**src/a2b_defs.svh**
```systemverilog
// Global sizes and reset seeds for the masked A2B converter
// Include wherever the share width or the mask seeds are needed
`ifndef A2B_DEFS_SVH
`define A2B_DEFS_SVH

// ========================================
// Datapath
// ========================================
`define A2B_WIDTH 8              // Bits per share

// ========================================
// Mask generator reset seeds
// ========================================
// All must be nonzero or the xorshift lane locks up
`define A2B_SEED0 32'h1F3A_5C27  // Lane 0, AND refresh bits
`define A2B_SEED1 32'h9E37_79B9  // Lane 1, remask for share0
`define A2B_SEED2 32'h6A09_E667  // Lane 2, remask for share1

`endif
```
**src/a2b_pkg.sv**
```systemverilog
// Share and mask types common to the converter RTL and its testbench
// Referenced by scoped names only
`include "a2b_defs.svh"

package a2b_pkg;

    // One share of operand or result
    typedef logic [`A2B_WIDTH-1:0] share_t;

    // Two Boolean shares of a single bit, [0] and [1] are the domains
    typedef logic [1:0] bit_pair_t;

    // Arithmetic input, secret = share0 + share1 mod 2^W
    typedef struct packed {
        share_t share1;
        share_t share0;
    } arith_pair_t;

    // Boolean output, secret = share0 ^ share1
    typedef struct packed {
        share_t share1;
        share_t share0;
    } bool_pair_t;

    // Fresh randomness consumed every cycle
    typedef struct packed {
        share_t and_rnd;   // One refresh bit per full adder
        share_t remask0;   // Boolean mask for input share0
        share_t remask1;   // Boolean mask for input share1
    } mask_bundle_t;

endpackage

```
**src/a2b_top.sv**
```systemverilog
// Masked A2B converter top, mask generator feeding the converter pipeline
// Strobe in, strobe out, fixed latency, no back-pressure
`timescale 1ns/100ps

module a2b_top (
    input  logic                 clk,
    input  logic                 rst_n,
    input  logic                 zeroize,     // Level, wipes the datapath
    input  logic                 in_valid,    // One-cycle strobe
    input  a2b_pkg::arith_pair_t in_data,
    output logic                 out_valid,
    output a2b_pkg::bool_pair_t  out_data
);

    // Fresh randomness, consumed every cycle
    a2b_pkg::mask_bundle_t masks;

    // ========================================
    // Mask generator
    // ========================================
    mask_prng u_mask_prng (
        .clk   (clk),
        .rst_n (rst_n),
        .masks (masks)
    );

    // ========================================
    // Converter pipeline
    // ========================================
    masked_a2b_conv u_masked_a2b_conv (
        .clk       (clk),
        .rst_n     (rst_n),
        .zeroize   (zeroize),
        .in_valid  (in_valid),
        .in_data   (in_data),
        .masks     (masks),
        .out_valid (out_valid),
        .out_data  (out_data)
    );

endmodule

```
**src/masked_a2b_conv.sv**
```systemverilog
// Pipelined arithmetic-to-Boolean share converter, latency A2B_WIDTH+2 cycles
// Needs a fresh mask bundle every cycle, accepts one operand per cycle
`timescale 1ns/100ps
`include "a2b_defs.svh"

module masked_a2b_conv (
    input  logic                  clk,
    input  logic                  rst_n,
    input  logic                  zeroize,
    input  logic                  in_valid,
    input  a2b_pkg::arith_pair_t  in_data,
    input  a2b_pkg::mask_bundle_t masks,
    output logic                  out_valid,
    output a2b_pkg::bool_pair_t   out_data
);

    localparam int W   = `A2B_WIDTH;
    localparam int LAT = W + 2;   // Skew + adder + deskew stages

    a2b_pkg::bit_pair_t [W-1:0] carry;     // carry[i] feeds bit i
    a2b_pkg::bit_pair_t [W-1:0] sum_pair;  // Registered sum of bit i
    a2b_pkg::bit_pair_t [W-1:0] res_pair;  // Deskewed result bits
    logic               [LAT-1:0] vld_sr;  // Valid tracking

    assign carry[0] = '0;   // No carry into the LSB

    // ========================================
    // Per-bit skew, add, deskew
    // ========================================
    genvar i;
    generate
        for (i = 0; i < W; i++) begin : gen_bit
            a2b_pkg::bit_pair_t [i:0]     x_dly;   // Bit i reaches adder after i+1 edges
            a2b_pkg::bit_pair_t [i:0]     y_dly;
            a2b_pkg::bit_pair_t [W-1-i:0] s_dly;   // Hold bit i until the MSB catches up

            // Remask into Boolean form, then skew
            always_ff @(posedge clk or negedge rst_n) begin
                if (!rst_n) begin
                    x_dly <= '0;
                    y_dly <= '0;
                end else if (zeroize) begin
                    x_dly <= '0;
                    y_dly <= '0;
                end else begin
                    // {mask, share ^ mask} so XOR of the pair is the share bit
                    x_dly[0] <= {masks.remask0[i], in_data.share0[i] ^ masks.remask0[i]};
                    y_dly[0] <= {masks.remask1[i], in_data.share1[i] ^ masks.remask1[i]};
                    for (int j = 1; j <= i; j++) begin
                        x_dly[j] <= x_dly[j-1];
                        y_dly[j] <= y_dly[j-1];
                    end
                end
            end

            if (i < W-1) begin : gen_fa
                masked_full_adder u_fa (
                    .clk     (clk),
                    .rst_n   (rst_n),
                    .zeroize (zeroize),
                    .x       (x_dly[i]),
                    .y       (y_dly[i]),
                    .c_in    (carry[i]),
                    .rnd     (masks.and_rnd[i]),
                    .s       (sum_pair[i]),
                    .c_out   (carry[i+1])
                );
            end else begin : gen_msb
                // Top bit, carry out is dropped so a plain XOR suffices
                always_ff @(posedge clk or negedge rst_n) begin
                    if (!rst_n) begin
                        sum_pair[i] <= '0;
                    end else if (zeroize) begin
                        sum_pair[i] <= '0;
                    end else begin
                        sum_pair[i] <= x_dly[i] ^ y_dly[i] ^ carry[i];
                    end
                end
            end

            // Deskew line, shorter for higher bits
            always_ff @(posedge clk or negedge rst_n) begin
                if (!rst_n) begin
                    s_dly <= '0;
                end else if (zeroize) begin
                    s_dly <= '0;
                end else begin
                    s_dly[0] <= sum_pair[i];
                    for (int j = 1; j <= W-1-i; j++) begin
                        s_dly[j] <= s_dly[j-1];
                    end
                end
            end

            assign res_pair[i] = s_dly[W-1-i];
        end
    endgenerate

    // ========================================
    // Valid pipeline, same depth as data
    // ========================================
    always_ff @(posedge clk or negedge rst_n) begin
        if (!rst_n) begin
            vld_sr <= '0;
        end else if (zeroize) begin
            vld_sr <= '0;   // In-flight operands are dropped
        end else begin
            vld_sr <= {vld_sr[LAT-2:0], in_valid};
        end
    end

    assign out_valid = vld_sr[LAT-1];

    // Regroup bit pairs into share vectors
    always_comb begin
        for (int k = 0; k < W; k++) begin
            out_data.share0[k] = res_pair[k][0];
            out_data.share1[k] = res_pair[k][1];
        end
    end

endmodule

```
**src/mask_prng.sv**
```systemverilog
// Deterministic mask source, three xorshift32 lanes stepped every cycle
// Bundle is registered; free-running, seeds load only at reset
`timescale 1ns/100ps
`include "a2b_defs.svh"

module mask_prng (
    input  logic                  clk,
    input  logic                  rst_n,
    output a2b_pkg::mask_bundle_t masks
);

    logic [2:0][31:0] state_q;   // Lane states
    logic [2:0][31:0] state_d;   // Next lane states

    // Standard 13/17/5 xorshift step
    function automatic logic [31:0] xs32_step(input logic [31:0] v);
        logic [31:0] t;
        t = v ^ (v << 13);
        t = t ^ (t >> 17);
        t = t ^ (t << 5);
        return t;
    endfunction

    always_comb begin
        for (int k = 0; k < 3; k++) begin
            state_d[k] = xs32_step(state_q[k]);
        end
    end

    // ========================================
    // State and bundle registers
    // ========================================
    // No zeroize here, masks must never repeat after a wipe
    always_ff @(posedge clk or negedge rst_n) begin
        if (!rst_n) begin
            state_q[0] <= `A2B_SEED0;
            state_q[1] <= `A2B_SEED1;
            state_q[2] <= `A2B_SEED2;
            masks      <= '0;
        end else begin
            state_q         <= state_d;
            masks.and_rnd   <= state_d[0][`A2B_WIDTH-1:0];   // Low bits per lane
            masks.remask0   <= state_d[1][`A2B_WIDTH-1:0];
            masks.remask1   <= state_d[2][`A2B_WIDTH-1:0];
        end
    end

endmodule

```
**src/masked_full_adder.sv**
```systemverilog
// First-order masked full adder, one stage of the A2B ripple chain
// Sum and carry shares registered, one cycle latency
`timescale 1ns/100ps

module masked_full_adder (
    input  logic               clk,
    input  logic               rst_n,
    input  logic               zeroize,
    input  a2b_pkg::bit_pair_t x,       // Operand x shares
    input  a2b_pkg::bit_pair_t y,       // Operand y shares
    input  a2b_pkg::bit_pair_t c_in,    // Incoming carry shares
    input  logic               rnd,     // Fresh bit for cross terms
    output a2b_pkg::bit_pair_t s,
    output a2b_pkg::bit_pair_t c_out
);

    a2b_pkg::bit_pair_t p;        // Propagate, share-wise x ^ y
    logic               inner0;   // Domain 0 local products
    logic               inner1;   // Domain 1 local products
    logic               cross0;   // Domain 0 cross products, refreshed
    logic               cross1;   // Domain 1 cross products, refreshed
    a2b_pkg::bit_pair_t c_next;

    // Sum is linear, so share-wise XOR is enough
    assign p = x ^ y;

    // ========================================
    // Masked carry = (x & y) ^ (p & c)
    // ========================================
    // DOM style, each AND split into inner and cross domain terms
    assign inner0 = (x[0] & y[0]) ^ (p[0] & c_in[0]);
    assign inner1 = (x[1] & y[1]) ^ (p[1] & c_in[1]);

    // Cross terms never leave a domain without rnd on them
    assign cross0 = (x[0] & y[1]) ^ (p[0] & c_in[1]) ^ rnd;
    assign cross1 = (x[1] & y[0]) ^ (p[1] & c_in[0]) ^ rnd;

    assign c_next[0] = inner0 ^ cross0;
    assign c_next[1] = inner1 ^ cross1;   // rnd cancels in recombination

    // Output registers
    always_ff @(posedge clk or negedge rst_n) begin
        if (!rst_n) begin
            s     <= '0;
            c_out <= '0;
        end else if (zeroize) begin
            s     <= '0;   // Wipe both domains
            c_out <= '0;
        end else begin
            s     <= p ^ c_in;
            c_out <= c_next;
        end
    end

endmodule

```
**config.mk**
```make
export PLATFORM = sky130hd
export DESIGN_NAME = a2b_top
export DESIGN_NICKNAME = d
export VERILOG_FILES = /design/src/a2b_pkg.sv /design/src/a2b_top.sv /design/src/masked_a2b_conv.sv /design/src/mask_prng.sv /design/src/masked_full_adder.sv
export VERILOG_INCLUDE_DIRS = /design/src
export SDC_FILE = /design/constraint.sdc
export NUM_CORES = 1
export LEC_CHECK = 0
export ABC_AREA = 1
export BUFFER_PORTS_ARGS = -buffer_cell sky130_fd_sc_hd__buf_4
export CAP_MARGIN = 40
export CORE_ASPECT_RATIO = 0.75
export CORE_MARGIN = 3
export CORE_UTILIZATION = 40
export DETAILED_ROUTE_END_ITERATION = 10
export SYNTH_ARGS = -nofsm -noshare
export SYNTH_HDL_FRONTEND = slang
export SYNTH_SLANG_ARGS = --single-unit
```
**constraint.sdc**
```tcl
create_clock -name clk -period 3.7 [get_ports clk]
set_input_delay 0.555 -clock clk [delete_from_list [all_inputs] [get_ports clk]]
set_output_delay 0.555 -clock clk [all_outputs]
set_load 0.03 [all_outputs]
```
# ---- Word-level counts from Yosys, hierarchy flattened
# Cells that the tools add are included.
# W data, S select, Z words.
dict set report totals {
  ff_bits 375
  latch_bits 0
  ramBits 0
  rom_bits 0
  input_bits 20
  output_inout_bits 17
  elab_cells 314
  memories 0
}
dict set report op_classes {
  add_sub_neg 0
  multipliers 0
  n_div 0
  n_lt_le_gt_ge 0
  eq_ne 0
  shifts 0
  muxes 40
  n_bitwise 144
  n_reduce_logical 0
}
# operator n
set ops {}
lappend ops {{$xor A32 B32 Y32} 6}
lappend ops {{$xor A32 B15 Y32} 3}
lappend ops {{$xor A1 B1 Y1} 68}
lappend ops {{$and A1 B1 Y1} 52}
lappend ops {{$mux W16} 3}
lappend ops {{$mux W14} 3}
lappend ops {{$mux W10} 4}
lappend ops {{$mux W12} 3}
lappend ops {{$mux W2} 18}
lappend ops {{$xor A2 B2 Y2} 15}
lappend ops {{$mux W8} 3}
lappend ops {{$mux W6} 3}
lappend ops {{$mux W4} 3}

# ---- Longest topological paths before layout
# Gate-level depths: netlist of run 1.
dict set report logic_depth {
  ltp_word 6
  mapped_depth 8
  mapped_depth_nobuf 8
}

# ---- By module
# A second synthesis of run 1 with hierarchy kept.
dict set report hier_totals {
  hier_cells 1936
  area_unflattened_um2 16254.3
}
# module n_inst cells_per_inst area_each_um2 seq_area_each_um2
set by_module_without_submodules {}
lappend by_module_without_submodules {masked_a2b_conv 1 737 7888.8 5705.5}
lappend by_module_without_submodules {mask_prng 1 891 6175.9 2819.0}
lappend by_module_without_submodules {masked_full_adder 7 44 312.8 100.1}

# ---- Least setup slack after synthesis of run 1
# No wires, ideal clock.
dict set report synth_path {
  kind {register to register}
  startpoint {register u_masked_a2b_conv.gen_bit[3].x_dly[7] (netlist name)}
  endpoint {register u_masked_a2b_conv.gen_bit[3].gen_fa.u_fa.c_out[1]}
  setup_time_ns 0.117
  arrival_time_ns 1.187
  t_required_ns 3.583
  setup_slack_ns 2.397
  path_stages_with_launch 8
  n_path_buf 0
  synth_period_minus_slack_ns 1.303
  path_cell_list {dfrtp_1 -> inv_1 -> fa_1 -> nand3b_1 -> nand2_1 -> nand2_1 -> nand2_1 -> nor2_1}
}
dict set report synth_between {
  elab_chain_len 6
  elab_cells_between_ends 10
  cone_classes {1 x mux; 9 x bitwise}
}
# item line_no
set synth_rtl {}
lappend synth_rtl {{start: declaration} masked_a2b_conv.sv:33} ;# a2b_pkg::bit_pair_t [i:0] x_dly;
lappend synth_rtl {{start signal: indexed assignment} masked_a2b_conv.sv:50} ;# x_dly[j] <= x_dly[j-1];
lappend synth_rtl {{$xor A2 B2 Y2} masked_full_adder.sv:25} ;# assign p = x ^ y;
lappend synth_rtl {{$and A1 B1 Y1} masked_full_adder.sv:36} ;# assign cross1 = (x[1] & y[0]) ^ (p[1] & c_in[0]) ^ rnd;
lappend synth_rtl {{$xor A1 B1 Y1 (2 in a row)} masked_full_adder.sv:36}
lappend synth_rtl {{$xor A1 B1 Y1 (*)} masked_full_adder.sv:39} ;# assign c_next[1] = inner1 ^ cross1;
lappend synth_rtl {{$mux W2 (*)} masked_full_adder.sv:46} ;# end else if (zeroize) begin
lappend synth_rtl {{end signal: assignment} masked_full_adder.sv:51} ;# c_out <= c_next;
lappend synth_rtl {{end: declaration} masked_full_adder.sv:14} ;# output a2b_pkg::bit_pair_t c_out
# Every way passes the cells marked *; elsewhere a longest branch is shown, timed or not.

# ---- Final worst setup path of run 1
dict set report layout_path {
  startpoint {register u_masked_a2b_conv.gen_bit[3].s_dly (netlist bit u_masked_a2b_conv.out_data[11])}
  endpoint {output out_data[11] (netlist name)}
}
# item line_no
set layout_lines {}
lappend layout_lines {{start: declaration} masked_a2b_conv.sv:35} ;# a2b_pkg::bit_pair_t [W-1-i:0] s_dly;
lappend layout_lines {{start signal: indexed assignment} masked_a2b_conv.sv:90} ;# s_dly[j] <= s_dly[j-1];
lappend layout_lines {{end: declaration} a2b_top.sv:12} ;# output a2b_pkg::bool_pair_t out_data
# No word-level cell between the ends.

==> reports/metrics.csv, run 1 <==
metric;value;unit
Initial DRT Pass Iterations;5;
CP arrival;1120;ps
clk_skew;15.32;ps
vias per cell;4.239;
die height;178.7;µm
total wire length;27770;µm
Worst-Skew Late Latency;530;ps
initial antenna violation count;0;
cell at the slowest stage of the critical path;dfrtp_1;
Initial Util;41.00;%
Crit Path Category;register to primary output;
core area;0.03879;mm²
Port Buffers;36;
FMAX;595.8;MHz
ant diodes;0;
status;completed;
crit end category;primary output;
Synth Area per Inst;8.560;µm²
clock slew at reported path FFs;60;ps
Worst setup SP type;register;
largest net degree at the start of global routing;99;
#FFs+latches synth;366;
H-Tree Level Count;2;
Placer Congestion;0.7747;
area of the mapped netlist;0.01590;mm²
die width;236.2;µm
CTS sink cnt;366;
Max VDD drop;0.2250;mV
endpoints failing setup;0;
Final ANT Viol Nets;0;
syn nets;1904;
Rows;62;
hold_ws;46.54;ps
vias in the first global route;10140;
Post-CTS Setup Bufs;0;
FF/Latch Area;0.009225;mm²
Netlist cell types;22;
Reg2Reg Depth;7;
CP peak stage delay;410;ps
Synthesis Warnings;0;
min cycle time layout;1678;ps
synth top area cells;dfrtp_1 (49%), nand2_1 (13%), dfstp_2 (8.8%);
cell taking the most area after synthesis;dfrtp_1;
Worst-Margin Slew;765.8;ps
TritonCTS Buffers;38;
CTS tree;yes;
routed len/inst;11.36;µm
via count;10360;
HP Class;input pin to asynchronous set/reset pin;
remaining global-route overflow;0;
overall routing resource usage;13.84;%
P&R area growth vs syn;12.01;%
Resize count post-CTS;0;
FF-to-FF setup slack;2260;ps
Filler Cells Inserted;3669;
Multi-input gate area;0.004831;mm²
Root Buffer;clkbuf_16;
layout cells sized above 1;11.28;%
Rel. slew slack;48.95;%
fin crit share;45.36;%
cts hold-fix bufs;0;
Cells after Synth;1858;
maximum root-to-sink buffer count;3;
final hold violation count;0;
P per Cell Area;453.7;mW/mm²
sequential area share after synthesis;58.00;%
reg2reg end;u_masked_a2b_conv.gen_bit[3].gen_fa.u_fa.c_out[1]$_DFF_PN0_;
Lkg Pwr;0.009087;µW
hpwl dp;18830;µm
commonest non-fill, non-tap cell in the layout;nand2_1;
Bufs and invs on worst path;1;
reg2reg start;u_masked_a2b_conv.gen_bit[3].x_dly[7]$_DFF_PN0_;
most frequent cells in the layout;nand2_1 (567), inv_1 (364), dfrtp_1 (313), nor2_1 (283), nand3_1 (72);
Largest delay share family, worst path;flip-flops;
Cell Count, Final, Fillers Out;2444;
RSZ-0062 raised after global routing;no;
final count of pins violating max slew;0;
maxcap violations;0;
Worst Path Required;3140;ps
Die ar.;0.04221;mm²
Yosys top cell area share;49.25;%
First DRT Iteration DRCs;652;
Critical Path Fanout Max;1;
global-route wire length before repair;48280;µm
final net count;1948;
I/O Pins;37;
total negative slack;0;ps
placed cell count;2374;
Remaining DRCs;0;
CP Cell Sequence;buf_4;
## state kept, by name (all words and copies together) (netlist names)
name / count
u_mask_prng.masks: 14
u_masked_a2b_conv.gen_bit.gen_fa.u_fa.s: 14
u_masked_a2b_conv.out_data: 14
u_masked_a2b_conv.sum_pair: 2
u_masked_a2b_conv.vld_sr: 10
u_masked_a2b_conv.gen_bit.gen_fa.u_fa.c_out: 14
u_masked_a2b_conv.gen_bit.y_dly: 72
u_masked_a2b_conv.gen_bit.x_dly: 72
u_masked_a2b_conv.gen_bit.s_dly: 58
u_mask_prng.state_q: 96
## how the worst max path moves through the flow
stage,from,end,slack (ps),cells past startpoint
3_5_place_dp,zeroize,u_masked_a2b_conv.vld_sr[2]$_DFF_PN0_,1770,3
2_1_floorplan,u_masked_a2b_conv.gen_bit[3].x_dly[7]$_DFF_PN0_,u_masked_a2b_conv.gen_bit[3].gen_fa.u_fa.c_out[1]$_DFF_PN0_,2400,7
5_1_grt,u_masked_a2b_conv.out_data[11]$_DFF_PN0_,out_data[11],1980,1
3_3_place_gp,zeroize,u_masked_a2b_conv.gen_bit[4].y_dly[0]$_DFF_PN0_,1800,3
6_report,u_masked_a2b_conv.out_data[11]$_DFF_PN0_,out_data[11],2020,1
4_1_cts,u_masked_a2b_conv.out_data[11]$_DFF_PN0_,out_data[11],1980,1
## routing by layer
metal / track usage [%] / up-vias / share of wire (%)
met5: 0 / - / 0
met4: 3.978 / 0 / 1.9
met3: 2.599 / 44 / 3.4
met2: 22.01 / 107 / 44
met1: 19.54 / 4803 / 51
li1: - / 5407 / -
## cell families after synthesis
| logic type | synth area share [%] |
|---|---|
| and+or+nand+nor | 24.23 |
| buffers and inverters | 11.62 |
| DFF | 58.00 |
| xor gates and xnor gates | 3.249 |
| adders and majority gates | 2.612 |
| AOI/OAI and AO/OA | 0.2831 |
## power breakdown
group | total, µW | switching (µW) | internal (µW)
sequential | 4040 | 10.1 | 4030
combinational | 192 | 147 | 45.1
clock | 3850 | 1550 | 2290
total | 8080 | 1710 | 6370
## cell usage after synthesis (all sizes together)
| library cell | instances |
|---|---|
| ha | 14 |
| and2 | 2 |
| nand3 | 72 |
| o21ai | 8 |
| fa | 12 |
| inv | 388 |
| buf | 42 |
| a21oi | 1 |
| dfrtp | 313 |
| nand2 | 602 |
| xnor2 | 49 |
| dfstp | 53 |
| nor2 | 284 |
| xor2 | 10 |
| nand3b | 8 |
## per-stage QoR
stage	worst slack [ps]	area (µm²)	utilization [%]	total power, µW
3_3_place_gp	1797	16550	42.67	4314
3_5_place_dp	1767	16550	42.67	4317
6_report	2022	17810	45.93	8082
5_1_grt	1983	17810	45.93	8428
2_1_floorplan	2397	15900	-	4207
4_1_cts	1977	17810	45.93	8227
## final cells by class
cell class / instances / area share, %
Inverter: 388 / 8.176
Sequential cell: 366 / 51.79
Clock inverter: 16 / 1.138
Timing Repair Buffer: 46 / 2.227
Multi-Input combinational cell: 1062 / 27.12
Tap cell: 512 / 3.596
Clock buffer: 54 / 5.956
Power figures use the tool's default switching activity.
==> inputs of run 2 (changes only) <==
- clock period: 3.7 -> 1.4 ns (I/O delays scaled with it)
==> run 2 against run 1 <==
Compared with the run above: worst hold slack better by 99 ps; clock-buffer cell count increased by 2; first-iteration DRC count decreased by 15%; critical path type is now register to register.
==> reports/metrics.csv, run 2 (synthesized netlist as in run 1, its figures left out) <==
metric;value;unit;change
status;completed;;
Die ar.;0.04221;mm²;unchanged
Net Sw Frac;21.27;%;+0.13 points
crit end category;register;;
P per Cell Area;1169;mW/mm²;+160%
vias in the first global route;10470;;+3.2%
Sw Pwr;4552;µW;+170%
global-route wire length before repair;49600;µm;+2.7%
Remaining DRCs;0;;unchanged
min cycle time layout;1337;ps;
largest net degree at the start of global routing;89;;-10%
Multi-input gate area;0.004868;mm²;+0.78%
layout cells sized above 1;13.68;%;+2.4 points
Initial Util;41.00;%;unchanged
Top reg by flops;u_mask_prng.state_q;;
total wire length;28660;µm;+3.2%
I/O Pins;37;;unchanged
most frequent cells in the layout;nand2_1 (564), inv_1 (357), dfrtp_1 (313), nor2_1 (283), nand3_1 (72);;
Worst-Margin Slew;423.5;ps;-342.3 ps
Worst-Skew Late Latency;530;ps;about the same
hpwl dp;19750;µm;+4.9%
final net count;1998;;+2.6%
P&R area growth vs syn;15.14;%;
Top Registers;u_mask_prng.state_q: 96 flops, u_masked_a2b_conv.gen_bit.x_dly: 72 flops, u_masked_a2b_conv.gen_bit.y_dly: 72 flops;;
placed cell count;2391;;+0.72%
Worst Path Required;1820;ps;-1320 ps
FMAX;748.2;MHz;
initial antenna violation count;0;;unchanged
clock slew at reported path FFs;60;ps;about the same
First DRT Iteration DRCs;555;;-15%
worst setup margin;63.42;ps;-1958 ps
Comb power frac;2.8;%;+0.4 points
ant diodes;0;;unchanged
Worst setup SP type;register;;
Pwr Total;21400;µW;+160%
core area;0.03879;mm²;unchanged
max FFs per register;96;;unchanged
routed len/inst;11.50;µm;+1.2%
CTS sink cnt;366;;unchanged
Int Pwr;16850;µW;+160%
Rows;62;;unchanged
CTS tree;yes;;
fin crit share;95.47;%;
vias per cell;4.257;;+0.41%
pre-CTS setup slack;15.90;ps;-1751 ps
remaining global-route overflow;0;;unchanged
Clock Power Share;47.3;%;-0.3 points
Root Buffer;clkbuf_16;;
Initial DRT Pass Iterations;6;;+1
FF/Latch Area;0.009225;mm²;unchanged
TritonCTS Buffers;38;;unchanged
Crit Path Category;register to register;;
Cell Count, Final, Fillers Out;2493;;+2.0%
overall routing resource usage;14.16;%;+0.32 points
H-Tree Level Count;2;;unchanged
Placer Congestion;0.8040;;+3.8%
CP arrival;1760;ps;+640 ps
Rel. slew slack;71.76;%;+23 points
clk_skew;9.908;ps;-5.414 ps
die width;236.2;µm;unchanged
HP Class;input pin to asynchronous set/reset pin;;
Final ANT Viol Nets;0;;unchanged
endpoints failing setup;0;;unchanged
hold_ws;145.8;ps;+99.26 ps
commonest non-fill, non-tap cell in the layout;nand2_1;;
final hold violation count;0;;unchanged
Critical Path Fanout Max;3;;+2
final count of pins violating max slew;0;;unchanged
maxcap violations;0;;unchanged
Port Buffers;36;;unchanged
Lkg Pwr;0.009355;µW;+2.9%
Flop pwr share;49.9;%;about the same
via count;10610;;+2.4%
maximum root-to-sink buffer count;3;;unchanged
die height;178.7;µm;unchanged
Max VDD drop;0.8908;mV;+300%
Filler Cells Inserted;3745;;+2.1%
[run 2: cell types whose count changed in the layout (fill, tap and decap cells not counted), sizes merged, moves of 2 or more]
cell         delta
clkbuf          +2
bufinv          -2
inv             -2
clkinvlp        +2
buf            +31
dlygate4sd3    +19
[run 2: layout make-up]
type                            count  share of cell area, %
Clock buffer                       56                  6.184
Clock inverter                     13                 0.7175
Inverter                          388                  7.954
Multi-Input combinational cell   1062                  26.59
Sequential cell                   366                  50.38
Tap cell                          512                  3.498
Timing Repair Buffer               96                  4.681
[run 2: worst max-delay path, cell delays in order, from the launching register on]
cell      delay, ps
dfrtp_1         370
inv_1            80
fa_2            360
nand3b_1        180
nand2_1         100
nand2_1          50
nand2_1          60
nor2_1           40
[run 2: what timing repair did]
item | 4_1_cts | 5_1_grt
buffers inserted | 1 | 13
hold endpoints to repair | 341 | 0
hold buffers | 19 | 0
endpoints found under the setup margin | 1 | 13
pin swaps | 0 | 7
gates cloned | 0 | 0
gates resized for setup | 0 | 22
[run 2: power groups by stage]
stage | registers (µW) | logic [µW] | clock network (µW)
4_1_cts | 10700 | 620 | 10500
2_1_floorplan | 10900 | 248 | 0
3_5_place_dp | 10900 | 575 | 0
3_3_place_gp | 10900 | 565 | 0
6_report | 10700 | 595 | 10100
5_1_grt | 10700 | 690 | 10900
[run 2: stage by stage]
step                      area, µm²  utilization [%]  TNS [ps]
after floorplan               15900                -         0
after global placement        16710            43.09         0
after detailed placement      16710            43.09         0
after CTS                     18180            46.86         0
after global routing          18310            47.21    -20.37
final                         18310            47.21         0
[run 2: final timing paths]
kind                       slack (ps)                                                   startpoint                                                          end  cells past startpoint
min                               150                                                        rst_n             u_masked_a2b_conv.gen_bit[7].y_dly[13]$_DFF_PN0_                      2
max in group asynchronous         560                                                        rst_n  u_masked_a2b_conv.gen_bit[5].gen_fa.u_fa.c_out[0]$_DFF_PN0_                      3
max reg2reg                        60  u_masked_a2b_conv.gen_bit[5].gen_fa.u_fa.c_out[1]$_DFF_PN0_  u_masked_a2b_conv.gen_bit[6].gen_fa.u_fa.c_out[1]$_DFF_PN0_                      7
min reg2reg                       450              u_masked_a2b_conv.gen_bit[6].x_dly[4]$_DFF_PN0_              u_masked_a2b_conv.gen_bit[6].x_dly[6]$_DFF_PN0_                      2
max                                60  u_masked_a2b_conv.gen_bit[5].gen_fa.u_fa.c_out[1]$_DFF_PN0_  u_masked_a2b_conv.gen_bit[6].gen_fa.u_fa.c_out[1]$_DFF_PN0_                      7
min in group clk                  440                                                  in_data[14]              u_masked_a2b_conv.gen_bit[6].y_dly[0]$_DFF_PN0_                      3
[run 2: layer usage]
metal | global-route usage (%) | up-vias | routed length [µm]
met2 | 22.48 | 110 | 12520
li1 | - | 5500 | -
met3 | 2.568 | 50 | 1011
met5 | 0 | - | 0
met4 | 3.802 | 0 | 601
met1 | 20.20 | 4952 | 14530
==> inputs of run 3 (changes only) <==
- CORE_MARGIN: 3 -> 8
==> run 3 against run 2 <==
Compared with the run above: sequential cell count did not move; clock power hardly changed; worst hold slack gained 38 ps; first-iteration DRC count shrank 2.0%; fmax shrank 0.62%; die area rose by 10%; critical path type unchanged; largest cell class unchanged.
==> reports/metrics.csv, run 3 (synthesized netlist as in run 1, its figures left out) <==
metric;value;unit;change
clock slew at reported path FFs;60;ps;about the same
P&R area growth vs syn;15.88;%;
most used cell, CP;nand2_1;;
die width;246.2;µm;+4.2%
I/O Pins;37;;unchanged
die height;188.7;µm;+5.6%
Port Buffers;36;;unchanged
RSZ-0062 raised after global routing;yes;;
cell at the slowest stage of the critical path;dfrtp_1;;
FMAX;743.6;MHz;-0.62%
core area;0.03933;mm²;+1.4%
Worst Path Required;1810;ps;about the same
crit end category;register;;
Max VDD drop;1.004;mV;+13%
Final ANT Viol Nets;0;;unchanged
vias per cell;4.278;;+0.51%
Placer Congestion;0.8135;;+1.2%
final hold violation count;0;;unchanged
CP Cell Sequence;inv_1, fa_1, nand3b_1, nand2_1, nand2_1, nand2_1, nor2_1;;
Lkg Pwr;0.009413;µW;+0.62%
Core Util, Final;46.86;%;-0.35 points
final count of pins violating max slew;0;;unchanged
CTS tree;yes;;
initial antenna violation count;1;;+1
final net count;2005;;+0.35%
max FFs per register;96;;unchanged
P per Cell Area;1171;mW/mm²;+0.16%
HP Class;input pin to asynchronous set/reset pin;;
Net Sw Frac;20.99;%;-0.28 points
remaining global-route overflow;0;;unchanged
maximum root-to-sink buffer count;3;;unchanged
maxcap violations;0;;unchanged
CP peak stage delay;390;ps;+20 ps
hold_ws;184.1;ps;+38.33 ps
Crit Path Category;register to register;;
hpwl dp;19950;µm;+1.0%
endpoints failing setup;0;;unchanged
Flop pwr share;49.5;%;-0.4 points
placed cell count;2407;;+0.67%
Worst setup SP type;register;;
commonest non-fill, non-tap cell in the layout;nand2_1;;
Rel. slew slack;74.02;%;+2.3 points
Filler Cells Inserted;3677;;-1.8%
most frequent cells in the layout;nand2_1 (565), inv_1 (362), dfrtp_1 (313), nor2_1 (283);;
Clock Power Share;47.6;%;+0.3 points
Top Registers;u_mask_prng.state_q: 96 flops, u_masked_a2b_conv.gen_bit.x_dly: 72 flops, u_masked_a2b_conv.gen_bit.y_dly: 72 flops;;
routed len/inst;11.46;µm;-0.31%
Root Buffer;clkbuf_16;;
status;completed;;
vias in the first global route;10490;;+0.24%
Critical Path Fanout Max;3;;unchanged
TritonCTS Buffers;38;;unchanged
Initial Util;40.43;%;-0.57 points
First DRT Iteration DRCs;544;;-2.0%
largest net degree at the start of global routing;65;;-27%
overall routing resource usage;12.77;%;-1.4 points
Worst-Skew Late Latency;520;ps;about the same
Die ar.;0.04646;mm²;+10%
clk_skew;13.07;ps;+3.159 ps
via count;10730;;+1.1%
H-Tree Level Count;2;;unchanged
ant diodes;0;;unchanged
fin crit share;96.06;%;+0.59 points
Int Pwr;17050;µW;+1.2%
Comb power frac;2.9;%;about the same
layout cells sized above 1;13.69;%;about the same
global-route wire length before repair;49840;µm;+0.49%
Initial DRT Pass Iterations;5;;-1
CTS sink cnt;366;;unchanged
Top reg by flops;u_mask_prng.state_q;;
Remaining DRCs;0;;unchanged
CP arrival;1750;ps;about the same
min cycle time layout;1345;ps;+8.284 ps
Worst-Margin Slew;389.6;ps;-33.89 ps
Rows;63;;+1.6%
Sw Pwr;4529;µW;-0.52%
Cell Count, Final, Fillers Out;2507;;+0.56%
total wire length;28740;µm;+0.25%
==> run 3: cell types whose count changed in the layout (fill, tap and decap cells not counted), sizes merged <==
cell | before | now
inv | 388 | 389
buf | 76 | 83
bufinv | 2 | 4
clkbuf | 57 | 53
==> run 3: what timing repair did <==
action                                  CTS  global route
hold buffers                             19             0
buffers inserted                          0            13
endpoints found under the setup margin    0            13
hold endpoints to repair                321             0
gates resized for setup                   0            14
==> run 3: path summary, 6_finish.rpt <==
check	start	to	slack (ps)	cells after the start
max in group asynchronous	rst_n	u_mask_prng.state_q[11]$_DFF_PN1_	540	3
min in group clk	in_data[14]	u_masked_a2b_conv.gen_bit[6].y_dly[0]$_DFF_PN0_	440	3
min reg2reg	u_masked_a2b_conv.gen_bit[5].x_dly[8]$_DFF_PN0_	u_masked_a2b_conv.gen_bit[5].x_dly[10]$_DFF_PN0_	440	2
max reg2reg	u_masked_a2b_conv.gen_bit[2].gen_fa.u_fa.c_out[1]$_DFF_PN0_	u_masked_a2b_conv.gen_bit[3].gen_fa.u_fa.c_out[1]$_DFF_PN0_	60	7
max	u_masked_a2b_conv.gen_bit[2].gen_fa.u_fa.c_out[1]$_DFF_PN0_	u_masked_a2b_conv.gen_bit[3].gen_fa.u_fa.c_out[1]$_DFF_PN0_	60	7
min	rst_n	u_masked_a2b_conv.vld_sr[9]$_DFF_PN0_	180	2
==> run 3: metal layers <==
metal,wire length [µm],GRT usage [%],part of all wire [%]
met4,494,3.139,1.7
met2,12830,19.87,45
met3,1203,2.476,4.2
met5,0,0,0
met1,14210,18.17,49
==> run 3: worst max-delay path: cells and delay by family (launching register included) <==
kind          cells  cell delay (ps)
buf+inv           1               70
flops             1              390
simple gates      5              420
fa+ha+maj         1              370
==> run 3: power groups by stage <==
stage	logic, µW	clock network (µW)	registers, µW
3_5_place_dp	604	0	10900
6_report	625	10300	10700
2_1_floorplan	248	0	10900
5_1_grt	726	11100	10700
3_3_place_gp	596	0	10900
4_1_cts	650	10600	10700
==> run 3: cell type report <==
class | count | area [µm²] | share of cell area (%)
clock buffers | 52 | 1085 | 5.886
clock inverters | 16 | 192.7 | 1.045
inverters | 388 | 1456 | 7.902
multi-input cells | 1062 | 4861 | 26.37
flip-flops and latches | 366 | 9225 | 50.05
well taps | 520 | 650.6 | 3.530
repair buffers | 103 | 959.7 | 5.207
==> run 3: per-stage QoR <==
| stage | setup WS, ps | TNS (ps) | cell area [µm²] | power, µW |
|---|---|---|---|---|
| after floorplan | 96.72 | 0 | 15900 | 11120 |
| after global placement | 81.31 | 0 | 16830 | 11470 |
| after detailed placement | 29.47 | 0 | 16830 | 11480 |
| after CTS | 20.76 | 0 | 18300 | 21940 |
| after global routing | -46.81 | -81.59 | 18430 | 22480 |
| final | 55.14 | 0 | 18430 | 21580 |
